$ cat config.mk
export PLATFORM = sky130hd
export DESIGN_NAME = minmax_top
export DESIGN_NICKNAME = d
export VERILOG_FILES = /design/src/game_pkg.sv /design/src/search_pkg.sv /design/src/axil_regs.sv /design/src/board_eval.sv /design/src/eval_arbiter.sv /design/src/minmax_level.sv /design/src/dfs_search.sv /design/src/minmax_top.sv
export SDC_FILE = /design/constraint.sdc
export NUM_CORES = 2
export LEC_CHECK = 0
export BUFFER_PORTS_ARGS = -buffer_cell sky130_fd_sc_hd__buf_4
export CAP_MARGIN = 20
export CORE_MARGIN = 5
export CORE_UTILIZATION = 65
export CTS_CLUSTER_DIAMETER = 40
export DETAILED_ROUTE_END_ITERATION = 10
export PLACE_DENSITY = 0.82
export SETUP_SLACK_MARGIN = 0.15
export SYNTH_ARGS = -nofsm -noshare
export SYNTH_HDL_FRONTEND = slang
export SYNTH_SLANG_ARGS = --single-unit
$ cat constraint.sdc
create_clock -name i_clk -period 41.6 [get_ports i_clk]
set_clock_uncertainty 0.05 [all_clocks]
set_input_delay 2.08 -clock i_clk [delete_from_list [all_inputs] [get_ports i_clk]]
set_output_delay 2.08 -clock i_clk [all_outputs]
set_load 0.01 [all_outputs]
$ cat src/game_pkg.sv
`default_nettype none

package game_pkg;

	localparam int N_CELLS   = 16;
	localparam int N_LINES   = 10;
	localparam int WIN_SCORE = 1000;

	localparam logic signed [15:0] SCORE_MAX = 16'sd32767;
	localparam logic signed [15:0] SCORE_MIN = -16'sd32767;

	typedef enum logic [1:0] {
		CELL_EMPTY = 2'd0,
		CELL_OWN   = 2'd1,
		CELL_OPP   = 2'd2
	} cell_t;

	// Cell 0 in the low bits, row-major
	typedef cell_t [N_CELLS-1:0] board_t;

	typedef logic [3:0] coord_t;

	typedef logic signed [15:0] score_t;

	// ~~~~~~~~~~~~~~~~~~~~
	// Scored lines: rows, columns, then the two diagonals
	// ~~~~~~~~~~~~~~~~~~~~
	localparam int LINE_CELLS [N_LINES][4] = '{
		'{ 0,  1,  2,  3},
		'{ 4,  5,  6,  7},
		'{ 8,  9, 10, 11},
		'{12, 13, 14, 15},
		'{ 0,  4,  8, 12},
		'{ 1,  5,  9, 13},
		'{ 2,  6, 10, 14},
		'{ 3,  7, 11, 15},
		'{ 0,  5, 10, 15},
		'{ 3,  6,  9, 12}
	};

endpackage

`default_nettype wire

$ cat src/search_pkg.sv
`default_nettype none

package search_pkg;

	localparam int MAX_DEPTH = 4;

	typedef logic [2:0] depth_t;

	// 0 is the search, 1 is the host
	typedef logic evtag_t;

	typedef struct packed {
		game_pkg::board_t board;
	} eval_req_t;

	typedef struct packed {
		game_pkg::score_t score;
	} eval_rsp_t;

	typedef struct packed {
		game_pkg::coord_t move;
		game_pkg::score_t score;
		logic             no_move;
	} search_res_t;

	// ~~~~~~~~~~~~~~~~~~~~
	// Register map
	// ~~~~~~~~~~~~~~~~~~~~
	localparam logic [4:0] REG_CTRL        = 5'h00;
	localparam logic [4:0] REG_BOARD       = 5'h04;
	localparam logic [4:0] REG_STATUS      = 5'h08;
	localparam logic [4:0] REG_RESULT      = 5'h0C;
	localparam logic [4:0] REG_EVAL_BOARD  = 5'h10;
	localparam logic [4:0] REG_EVAL_RESULT = 5'h14;

endpackage

`default_nettype wire

$ cat src/axil_regs.sv
`timescale 1ns/1ps
`default_nettype none

module axil_regs (
	input  wire                      i_clk,
	input  wire                      i_rst_n,
	input  wire  [4:0]               i_awaddr,
	input  wire                      i_awvalid,
	output logic                     o_awready,
	input  wire  [31:0]              i_wdata,
	input  wire                      i_wvalid,
	output logic                     o_wready,
	output logic [1:0]               o_bresp,
	output logic                     o_bvalid,
	input  wire                      i_bready,
	input  wire  [4:0]               i_araddr,
	input  wire                      i_arvalid,
	output logic                     o_arready,
	output logic [31:0]              o_rdata,
	output logic [1:0]               o_rresp,
	output logic                     o_rvalid,
	input  wire                      i_rready,
	output logic                     o_start,
	output game_pkg::board_t         o_board,
	output search_pkg::depth_t       o_depth,
	input  wire                      i_done,
	input  search_pkg::search_res_t  i_result,
	output search_pkg::eval_req_t    o_eval_req,
	output logic                     o_eval_valid,
	input  wire                      i_eval_ready,
	input  search_pkg::eval_rsp_t    i_eval_rsp,
	input  wire                      i_eval_rsp_valid
);
	import search_pkg::*;

	logic        wr_en;
	logic        rd_en;
	logic        busy;
	logic        done;
	logic        eval_done;
	search_res_t result_r;
	game_pkg::score_t eval_score;
	logic [31:0] rd_mux;

	assign wr_en   = o_awready & i_awvalid & o_wready & i_wvalid;
	assign rd_en   = o_arready & i_arvalid;
	assign o_bresp = 2'b00;
	assign o_rresp = 2'b00;

	// ~~~~~~~~~~~~~~~~~~~~
	// Bus handshakes
	// ~~~~~~~~~~~~~~~~~~~~
	always_ff @(posedge i_clk or negedge i_rst_n) begin
		if (!i_rst_n) begin
			o_awready <= 1'b0;
			o_wready  <= 1'b0;
			o_bvalid  <= 1'b0;
			o_arready <= 1'b0;
			o_rvalid  <= 1'b0;
		end else begin
			o_awready <= i_awvalid & i_wvalid & ~o_awready & ~o_bvalid;
			o_wready  <= i_awvalid & i_wvalid & ~o_awready & ~o_bvalid;
			if (wr_en)
				o_bvalid <= 1'b1;
			else if (i_bready)
				o_bvalid <= 1'b0;
			o_arready <= i_arvalid & ~o_arready & ~o_rvalid;
			if (rd_en)
				o_rvalid <= 1'b1;
			else if (i_rready)
				o_rvalid <= 1'b0;
		end
	end

	always_comb begin
		rd_mux = '0;
		case (i_araddr)
			REG_CTRL:        rd_mux = {28'd0, o_depth, 1'b0};
			REG_BOARD:       rd_mux = o_board;
			REG_STATUS:      rd_mux = {28'd0, eval_done, result_r.no_move, done, busy};
			REG_RESULT:      rd_mux = {result_r.score, 12'd0, result_r.move};
			REG_EVAL_BOARD:  rd_mux = o_eval_req.board;
			REG_EVAL_RESULT: rd_mux = {16'd0, eval_score};
			default:         rd_mux = '0;
		endcase
	end

	always_ff @(posedge i_clk) begin
		if (rd_en)
			o_rdata <= rd_mux;
	end

	// ~~~~~~~~~~~~~~~~~~~~
	// Search control
	// ~~~~~~~~~~~~~~~~~~~~
	always_ff @(posedge i_clk or negedge i_rst_n) begin
		if (!i_rst_n) begin
			o_start  <= 1'b0;
			o_depth  <= 3'd1;
			o_board  <= '0;
			busy     <= 1'b0;
			done     <= 1'b0;
			result_r <= '0;
		end else begin
			o_start <= 1'b0;
			if (wr_en && i_awaddr == REG_BOARD)
				o_board <= i_wdata;
			if (wr_en && i_awaddr == REG_CTRL && i_wdata[0] && !busy) begin
				o_start <= 1'b1;
				o_depth <= i_wdata[3:1];
				busy    <= 1'b1;
				done    <= 1'b0;
			end
			if (i_done) begin
				busy     <= 1'b0;
				done     <= 1'b1;
				result_r <= i_result;
			end
		end
	end

	// Host evaluation request held until the arbiter grants it
	always_ff @(posedge i_clk or negedge i_rst_n) begin
		if (!i_rst_n) begin
			o_eval_valid <= 1'b0;
			eval_done    <= 1'b0;
		end else begin
			if (wr_en && i_awaddr == REG_EVAL_BOARD) begin
				o_eval_valid <= 1'b1;
				eval_done    <= 1'b0;
			end else if (i_eval_ready) begin
				o_eval_valid <= 1'b0;
			end
			if (i_eval_rsp_valid)
				eval_done <= 1'b1;
		end
	end

	always_ff @(posedge i_clk) begin
		if (wr_en && i_awaddr == REG_EVAL_BOARD)
			o_eval_req.board <= i_wdata;
		if (i_eval_rsp_valid)
			eval_score <= i_eval_rsp.score;
	end

	a_eval_hold: assert property (@(posedge i_clk) disable iff (!i_rst_n)
		o_eval_valid && !i_eval_ready |=> o_eval_valid && $stable(o_eval_req));

endmodule

`default_nettype wire

$ cat src/board_eval.sv
`timescale 1ns/1ps
`default_nettype none

module board_eval (
	input  wire                    i_clk,
	input  wire                    i_rst_n,
	input  search_pkg::eval_req_t  i_req,
	input  wire                    i_valid,
	output search_pkg::eval_rsp_t  o_rsp,
	output logic                   o_valid
);
	import game_pkg::*;

	logic [2:0] own_cnt [N_LINES];
	logic [2:0] opp_cnt [N_LINES];
	logic [2:0] own_q   [N_LINES];
	logic [2:0] opp_q   [N_LINES];
	logic       valid_q;
	score_t     sum;

	// Stage 1 piece counts per line
	always_comb begin
		for (int l = 0; l < N_LINES; l++) begin
			own_cnt[l] = '0;
			opp_cnt[l] = '0;
			for (int c = 0; c < 4; c++) begin
				if (i_req.board[LINE_CELLS[l][c]] == CELL_OWN)
					own_cnt[l] = own_cnt[l] + 3'd1;
				if (i_req.board[LINE_CELLS[l][c]] == CELL_OPP)
					opp_cnt[l] = opp_cnt[l] + 3'd1;
			end
		end
	end

	always_ff @(posedge i_clk) begin
		own_q <= own_cnt;
		opp_q <= opp_cnt;
	end

	// Stage 2 line terms where mixed lines score nothing
	always_comb begin
		sum = '0;
		for (int l = 0; l < N_LINES; l++) begin
			if (opp_q[l] == 3'd0 && own_q[l] == 3'd4)
				sum = sum + score_t'(WIN_SCORE);
			else if (opp_q[l] == 3'd0)
				sum = sum + score_t'(own_q[l]) * score_t'(own_q[l]);
			else if (own_q[l] == 3'd0 && opp_q[l] == 3'd4)
				sum = sum - score_t'(WIN_SCORE);
			else if (own_q[l] == 3'd0)
				sum = sum - score_t'(opp_q[l]) * score_t'(opp_q[l]);
		end
	end

	always_ff @(posedge i_clk) begin
		o_rsp.score <= sum;
	end

	always_ff @(posedge i_clk or negedge i_rst_n) begin
		if (!i_rst_n) begin
			valid_q <= 1'b0;
			o_valid <= 1'b0;
		end else begin
			valid_q <= i_valid;
			o_valid <= valid_q;
		end
	end

endmodule

`default_nettype wire

$ cat src/eval_arbiter.sv
`timescale 1ns/1ps
`default_nettype none

module eval_arbiter #(
	parameter type REQ_T = logic,
	parameter type RSP_T = logic
) (
	input  wire   i_clk,
	input  wire   i_rst_n,
	input  REQ_T  i_req [2],
	input  wire   i_req_valid [2],
	output logic  o_req_ready [2],
	output REQ_T  o_req,
	output logic  o_req_valid,
	input  RSP_T  i_rsp,
	input  wire   i_rsp_valid,
	output RSP_T  o_rsp,
	output logic  o_rsp_valid [2]
);
	import search_pkg::*;

	evtag_t gnt;
	evtag_t last_r;
	evtag_t tag_q [2];
	logic   vld_q [2];

	// Round robin: on contention the peer not served last wins
	always_comb begin
		if (i_req_valid[0] && i_req_valid[1])
			gnt = ~last_r;
		else
			gnt = i_req_valid[1];
	end

	assign o_req_valid    = i_req_valid[0] | i_req_valid[1];
	assign o_req          = i_req[gnt];
	assign o_req_ready[0] = i_req_valid[0] & (gnt == 1'b0);
	assign o_req_ready[1] = i_req_valid[1] & (gnt == 1'b1);

	always_ff @(posedge i_clk or negedge i_rst_n) begin
		if (!i_rst_n) begin
			last_r   <= 1'b1;
			tag_q[0] <= 1'b0;
			tag_q[1] <= 1'b0;
			vld_q[0] <= 1'b0;
			vld_q[1] <= 1'b0;
		end else begin
			if (o_req_valid)
				last_r <= gnt;
			// Two stages to line up with the evaluator
			tag_q[0] <= gnt;
			vld_q[0] <= o_req_valid;
			tag_q[1] <= tag_q[0];
			vld_q[1] <= vld_q[0];
		end
	end

	assign o_rsp          = i_rsp;
	assign o_rsp_valid[0] = i_rsp_valid & vld_q[1] & (tag_q[1] == 1'b0);
	assign o_rsp_valid[1] = i_rsp_valid & vld_q[1] & (tag_q[1] == 1'b1);

	a_one_grant: assert property (@(posedge i_clk) disable iff (!i_rst_n)
		$onehot0({o_req_ready[1], o_req_ready[0]}));

	a_rsp_aligned: assert property (@(posedge i_clk) disable iff (!i_rst_n)
		i_rsp_valid == vld_q[1]);

endmodule

`default_nettype wire

$ cat src/minmax_level.sv
`timescale 1ns/1ps
`default_nettype none

module minmax_level (
	input  wire               i_clk,
	input  wire               i_rst_n,
	input  wire               i_start,
	input  game_pkg::board_t  i_board,
	input  game_pkg::score_t  i_bound,
	input  wire               i_maximize,
	input  wire               i_leaf,
	input  wire               i_next,
	input  game_pkg::score_t  i_point,
	output logic              o_start,
	output game_pkg::board_t  o_board,
	output game_pkg::score_t  o_bound,
	output logic              o_finish,
	output game_pkg::score_t  o_point,
	output game_pkg::coord_t  o_move,
	output logic              o_no_move
);
	import game_pkg::*;

	typedef enum logic [1:0] {S_IDLE, S_SCAN, S_WAIT} state_t;

	state_t state;
	board_t board_r;
	score_t bound_r;
	score_t best;
	score_t new_best;
	logic   max_r;
	logic   leaf_r;
	logic   found;
	logic   pass_r;
	logic   better;
	logic   cut;
	logic [4:0] idx;

	always_comb begin
		better   = max_r ? (i_point > best) : (i_point < best);
		new_best = better ? i_point : best;
		cut      = max_r ? (new_best >= bound_r) : (new_best <= bound_r);
	end

	always_ff @(posedge i_clk or negedge i_rst_n) begin
		if (!i_rst_n) begin
			state    <= S_IDLE;
			idx      <= '0;
			found    <= 1'b0;
			pass_r   <= 1'b0;
			max_r    <= 1'b0;
			leaf_r   <= 1'b0;
			o_start  <= 1'b0;
			o_finish <= 1'b0;
		end else begin
			o_start  <= 1'b0;
			o_finish <= 1'b0;
			case (state)
				S_IDLE: begin
					if (i_start) begin
						max_r  <= i_maximize;
						leaf_r <= i_leaf;
						idx    <= '0;
						found  <= 1'b0;
						pass_r <= 1'b0;
						state  <= S_SCAN;
					end
				end
				S_SCAN: begin
					if (idx[4]) begin
						// No empty cell: hand the board down unchanged once
						if (!found && !pass_r) begin
							pass_r  <= 1'b1;
							o_start <= 1'b1;
							state   <= S_WAIT;
						end else begin
							o_finish <= 1'b1;
							state    <= S_IDLE;
						end
					end else if (board_r[idx[3:0]] == CELL_EMPTY) begin
						o_start <= 1'b1;
						state   <= S_WAIT;
					end else begin
						idx <= idx + 5'd1;
					end
				end
				S_WAIT: begin
					if (i_next) begin
						if (pass_r) begin
							o_finish <= 1'b1;
							state    <= S_IDLE;
						end else begin
							found <= 1'b1;
							if (cut) begin
								o_finish <= 1'b1;
								state    <= S_IDLE;
							end else begin
								idx   <= idx + 5'd1;
								state <= S_SCAN;
							end
						end
					end
				end
				default: state <= S_IDLE;
			endcase
		end
	end

	// Payload registers
	always_ff @(posedge i_clk) begin
		if (state == S_IDLE && i_start) begin
			board_r <= i_board;
			bound_r <= i_bound;
			best    <= i_maximize ? SCORE_MIN : SCORE_MAX;
			o_move  <= '0;
		end
		if (state == S_SCAN) begin
			o_board <= board_r;
			if (!idx[4])
				o_board[idx[3:0]] <= max_r ? CELL_OWN : CELL_OPP;
		end
		if (state == S_WAIT && i_next) begin
			if (pass_r) begin
				best <= i_point;
			end else if (better) begin
				best   <= i_point;
				o_move <= idx[3:0];
			end
		end
	end

	assign o_point   = best;
	assign o_no_move = ~found;
	// Evaluations below a leaf take no bound
	assign o_bound   = leaf_r ? '0 : best;

endmodule

`default_nettype wire

$ cat src/dfs_search.sv
`timescale 1ns/1ps
`default_nettype none

module dfs_search (
	input  wire                      i_clk,
	input  wire                      i_rst_n,
	input  wire                      i_start,
	input  search_pkg::depth_t       i_depth,
	input  game_pkg::board_t         i_board,
	output logic                     o_done,
	output search_pkg::search_res_t  o_result,
	output search_pkg::eval_req_t    o_eval_req,
	output logic                     o_eval_valid,
	input  wire                      i_eval_ready,
	input  search_pkg::eval_rsp_t    i_eval_rsp,
	input  wire                      i_eval_rsp_valid
);
	import game_pkg::*;
	import search_pkg::*;

	depth_t depth_eff;
	logic [1:0] leaf_idx;
	logic   leaf    [MAX_DEPTH];
	logic   lvl_in  [MAX_DEPTH];
	logic   nxt     [MAX_DEPTH];
	score_t nxt_pt  [MAX_DEPTH];
	logic   start_w [MAX_DEPTH];
	board_t board_w [MAX_DEPTH];
	score_t bound_w [MAX_DEPTH];
	logic   fin_w   [MAX_DEPTH+1];
	score_t point_w [MAX_DEPTH+1];
	coord_t move_w  [MAX_DEPTH];
	logic   nomv_w  [MAX_DEPTH];

	// Depth outside 1..4 is clamped
	assign depth_eff = (i_depth == 3'd0) ? 3'd1 :
	                   (i_depth > 3'(MAX_DEPTH)) ? 3'(MAX_DEPTH) : i_depth;
	assign leaf_idx  = 2'(depth_eff - 3'd1);

	assign fin_w[MAX_DEPTH]   = 1'b0;
	assign point_w[MAX_DEPTH] = '0;

	for (genvar l = 0; l < MAX_DEPTH; l++) begin : g_lvl
		assign leaf[l] = (leaf_idx == 2'(l));
		if (l == 0) begin : g_root
			assign lvl_in[l] = i_start;
		end else begin : g_child
			assign lvl_in[l] = start_w[l-1] & ~leaf[l-1];
		end
		assign nxt[l]    = leaf[l] ? i_eval_rsp_valid : fin_w[l+1];
		assign nxt_pt[l] = leaf[l] ? i_eval_rsp.score : point_w[l+1];

		minmax_level level_i (
			.i_clk      (i_clk),
			.i_rst_n    (i_rst_n),
			.i_start    (lvl_in[l]),
			.i_board    ((l == 0) ? i_board : board_w[(l == 0) ? 0 : l-1]),
			.i_bound    ((l == 0) ? SCORE_MAX : bound_w[(l == 0) ? 0 : l-1]),
			.i_maximize ((l % 2) == 0),
			.i_leaf     (leaf[l]),
			.i_next     (nxt[l]),
			.i_point    (nxt_pt[l]),
			.o_start    (start_w[l]),
			.o_board    (board_w[l]),
			.o_bound    (bound_w[l]),
			.o_finish   (fin_w[l]),
			.o_point    (point_w[l]),
			.o_move     (move_w[l]),
			.o_no_move  (nomv_w[l])
		);
	end

	// Leaf request held until the arbiter takes it
	always_ff @(posedge i_clk or negedge i_rst_n) begin
		if (!i_rst_n)
			o_eval_valid <= 1'b0;
		else if (start_w[leaf_idx])
			o_eval_valid <= 1'b1;
		else if (i_eval_ready)
			o_eval_valid <= 1'b0;
	end

	always_ff @(posedge i_clk) begin
		if (start_w[leaf_idx])
			o_eval_req.board <= board_w[leaf_idx];
	end

	assign o_done           = fin_w[0];
	assign o_result.move    = move_w[0];
	assign o_result.score   = point_w[0];
	assign o_result.no_move = nomv_w[0];

endmodule

`default_nettype wire

$ cat src/minmax_top.sv
`timescale 1ns/1ps
`default_nettype none

module minmax_top (
	input  wire         i_clk,
	input  wire         i_rst_n,
	input  wire  [4:0]  i_awaddr,
	input  wire         i_awvalid,
	output logic        o_awready,
	input  wire  [31:0] i_wdata,
	input  wire         i_wvalid,
	output logic        o_wready,
	output logic [1:0]  o_bresp,
	output logic        o_bvalid,
	input  wire         i_bready,
	input  wire  [4:0]  i_araddr,
	input  wire         i_arvalid,
	output logic        o_arready,
	output logic [31:0] o_rdata,
	output logic [1:0]  o_rresp,
	output logic        o_rvalid,
	input  wire         i_rready
);
	import game_pkg::*;
	import search_pkg::*;

	logic        start;
	logic        done;
	board_t      board;
	depth_t      depth;
	search_res_t result;
	eval_req_t   req    [2];
	logic        req_vld [2];
	logic        req_rdy [2];
	eval_rsp_t   rsp;
	logic        rsp_vld [2];
	eval_req_t   ev_req;
	logic        ev_req_vld;
	eval_rsp_t   ev_rsp;
	logic        ev_rsp_vld;

	// Port 0 is the search, port 1 the host
	axil_regs regs_i (
		.i_clk (i_clk), .i_rst_n (i_rst_n),
		.i_awaddr (i_awaddr), .i_awvalid (i_awvalid), .o_awready (o_awready),
		.i_wdata (i_wdata), .i_wvalid (i_wvalid), .o_wready (o_wready),
		.o_bresp (o_bresp), .o_bvalid (o_bvalid), .i_bready (i_bready),
		.i_araddr (i_araddr), .i_arvalid (i_arvalid), .o_arready (o_arready),
		.o_rdata (o_rdata), .o_rresp (o_rresp), .o_rvalid (o_rvalid), .i_rready (i_rready),
		.o_start (start), .o_board (board), .o_depth (depth),
		.i_done (done), .i_result (result),
		.o_eval_req (req[1]), .o_eval_valid (req_vld[1]), .i_eval_ready (req_rdy[1]),
		.i_eval_rsp (rsp), .i_eval_rsp_valid (rsp_vld[1])
	);

	dfs_search search_i (
		.i_clk (i_clk), .i_rst_n (i_rst_n),
		.i_start (start), .i_depth (depth), .i_board (board),
		.o_done (done), .o_result (result),
		.o_eval_req (req[0]), .o_eval_valid (req_vld[0]), .i_eval_ready (req_rdy[0]),
		.i_eval_rsp (rsp), .i_eval_rsp_valid (rsp_vld[0])
	);

	eval_arbiter #(.REQ_T (eval_req_t), .RSP_T (eval_rsp_t)) arb_i (
		.i_clk (i_clk), .i_rst_n (i_rst_n),
		.i_req (req), .i_req_valid (req_vld), .o_req_ready (req_rdy),
		.o_req (ev_req), .o_req_valid (ev_req_vld),
		.i_rsp (ev_rsp), .i_rsp_valid (ev_rsp_vld),
		.o_rsp (rsp), .o_rsp_valid (rsp_vld)
	);

	board_eval eval_i (
		.i_clk (i_clk), .i_rst_n (i_rst_n),
		.i_req (ev_req), .i_valid (ev_req_vld),
		.o_rsp (ev_rsp), .o_valid (ev_rsp_vld)
	);

endmodule

`default_nettype wire

==> impl_metrics.json <==
{
  "status": "complete, no violations",
  "die_w_um": 273,
  "drtIter0Drc": 3822,
  "slowest_delay_ps": 510,
  "place.gp.congestion": 0.945,
  "endpoint_kind": "register",
  "antenna_found_initial": 4,
  "most-common-layout-cells": "416 x edfxtp_1, 369 x nor2_1, 355 x ha_1, 338 x inv_1, 336 x nand2_1",
  "cts_buffers": 85,
  "relSlewSlack": 0.187,
  "yosysSeqAreaShare": 0.409,
  "fmax_ghz": 0.0645,
  "drive_gt1_frac": 0.118,
  "ctsHoldBuffers": 0,
  "crit_path_frequent_cell": "ha_1",
  "critical_path.slowest_cell": "dfxtp_1",
  "setup_slack_ps": 26090,
  "final_common_cell": "edfxtp_1",
  "nets": 5109,
  "worstPathMaxFanout": 11,
  "cts-resized-gates": 0,
  "setup_viol": 0,
  "grt_pass1_wl_mm": 198,
  "rsz0062_at_grt": "false",
  "grt_pass1_vias": 35900,
  "hold_path.class": "reg -> reg",
  "path_buf_inv": 5,
  "avgRoutedWirePerCell_um": 22.2,
  "cts_root_buf": "clkbuf_16",
  "initial_utilization": 0.655,
  "start_kind": "register",
  "coreArea_sq_um": 68600,
  "post-route-period-util": 0.373,
  "required_ps": 42050,
  "synthArstFlopShare": 0.176,
  "htree_levels": 3,
  "cts_setup_buffers": 0,
  "overflow": 0,
  "hpwl_mm": 94.7,
  "period_minus_slack_ps": 15510,
  "viasPerCell": 6.46,
  "track_usage": 0.333,
  "slew_viol_final": 0,
  "syn_area_sq_um": 44900,
  "worst-slew-pin-transition_ps": 1210,
  "yosys_warnings": 0,
  "io_pins": 90,
  "cts_sinks": 680,
  "cp_top_family": "compound AO/OA/AOI/OAI gates",
  "grt_max_degree": 67,
  "drt-pass1-iter-count": 6,
  "remaining_drc_errors": 0,
  "hold_viol": 0,
  "dieArea_sq_um": 74400,
  "cts_tree": "yes",
  "die_h_um": 273,
  "final.setup.tns_ps": 0,
  "ys_ff_latch": 680,
  "vias": 36900,
  "synth.avg_cell_area_sq_um": 9.63,
  "critPathKind": "reg -> reg",
  "clock_path_buffers": 3,
  "ys.flop_type": "edfxtp_1",
  "port_buffers": 85,
  "wirelength_mm": 126,
  "clk_pin_slew_ps": 60,
  "antenna_left": 0,
  "clk_latency_ps": 640,
  "synth-edff-count": 416,
  "syn_inst": 4663,
  "area_growth_pct": 9.76,
  "pre_cts_ws_ps": 26240,
  "arrival_ps": 15960,
  "rows": 96,
  "drv_cap": 0,
  "yosysUniqueCellTypes": 127
}
[area by class of cell]
cell class,count,area (sq um)
clock buffer,105,2340
tap,931,1160
inverter,344,1290
multi-input combinational,3469,24600
sequential,680,18400
timing repair buffer,124,962
antenna,1,2.50
clock inverter,54,559
fill,4799,19300
[kinds of logic after synthesis]
kind of cell	count (synthesis)	synth area share
muxes	246	0.0688
adders and majority gates	356	0.0992
xor gates and xnor gates	209	0.0421
buffers and inverters	517	0.0443
other	1	0.0000835
and+or+nand+nor	1485	0.167
DFF	680	0.409
AOI/OAI and AO/OA	1169	0.169
[Yosys cell counts, types with 59 or more instances]
master / count / area share
edfxtp_1: 416 / 0.28
nor2_1: 369 / 0.031
ha_1: 356 / 0.099
inv_1: 339 / 0.028
nand2_1: 336 / 0.028
o21ai_0: 308 / 0.034
a21oi_1: 298 / 0.033
clkbuf_1: 149 / 0.012
dfxtp_1: 144 / 0.064
nor3_1: 138 / 0.015
xnor2_1: 133 / 0.026
mux2_2: 130 / 0.033
dfrtp_1: 118 / 0.066
nor2b_1: 103 / 0.014
nand2b_1: 100 / 0.014
nand3_1: 97 / 0.011
mux2i_1: 79 / 0.018
and2_1: 78 / 0.011
xor2_1: 68 / 0.013
a21o_1: 59 / 0.0099
a31oi_1: 59 / 0.0082
[per-stage QoR]
stage	util	cell area, sq um	std cells	hold slack [ps]
CTS	0.717	49200	5700	303
detailed placement	0.675	46300	5541	286
finish	0.719	49300	5708	302
global placement	0.675	46300	5541	282
global route	0.719	49300	5707	316
floorplan	-	44900	4666	281
[worst register-to-register path, delay by kind of cell (launching register included)]
| kind | cells | cell delay (ps) |
|---|---|---|
| XOR/XNOR | 9 | 1700 |
| buffers and inverters | 5 | 610 |
| flip-flops | 1 | 510 |
| AO/OA/AOI/OAI | 28 | 5830 |
| AND/OR/NAND/NOR | 17 | 3700 |
| adder cells (fa/ha/maj) | 9 | 2990 |
[worst paths after layout]
check | cells after the start | slack, ps | start | endpoint
max | 68 | 26090 | eval_i.own_q[27] | eval_i.o_rsp[14]
min | 0 | 300 | arb_i.tag_q[1] | arb_i.tag_q[0]
max reg2reg | 68 | 26090 | eval_i.own_q[27] | eval_i.o_rsp[14]
min reg2reg | 0 | 300 | arb_i.tag_q[1] | arb_i.tag_q[0]
max in group asynchronous | 2 | 38810 | i_rst_n | search_i.g_lvl[3].level_i.state[1]
min in group asynchronous | 1 | 1350 | i_rst_n | regs_i.o_board[24]
[routing by layer]
metal / part of all wire / global-route usage
met1: 0.39 / 0.430
met3: 0.085 / 0.0524
met5: 0.00041 / 0
met4: 0.058 / 0.167
met2: 0.47 / 0.550
[sequential cells by signal (all words and copies together), names as in the netlist, 8 cells and up]
| register | flops |
|---|---|
| eval_i.o_rsp | 16 |
| eval_i.opp_q | 30 |
| eval_i.own_q | 30 |
| regs_i.eval_score | 16 |
| regs_i.o_board | 32 |
| regs_i.o_eval_req | 32 |
| regs_i.o_rdata | 32 |
| regs_i.result_r | 21 |
| search_i.g_lvl.level_i.board_r | 128 |
| search_i.g_lvl.level_i.bound_r | 48 |
| search_i.g_lvl.level_i.idx | 20 |
| search_i.g_lvl.level_i.o_board | 128 |
| search_i.g_lvl.level_i.o_point | 64 |
| search_i.g_lvl.level_i.state | 8 |
| search_i.o_eval_req | 32 |
Power is not shown: default switching activity piles up to over one toggle a cycle in this logic, so the estimate is an artifact.
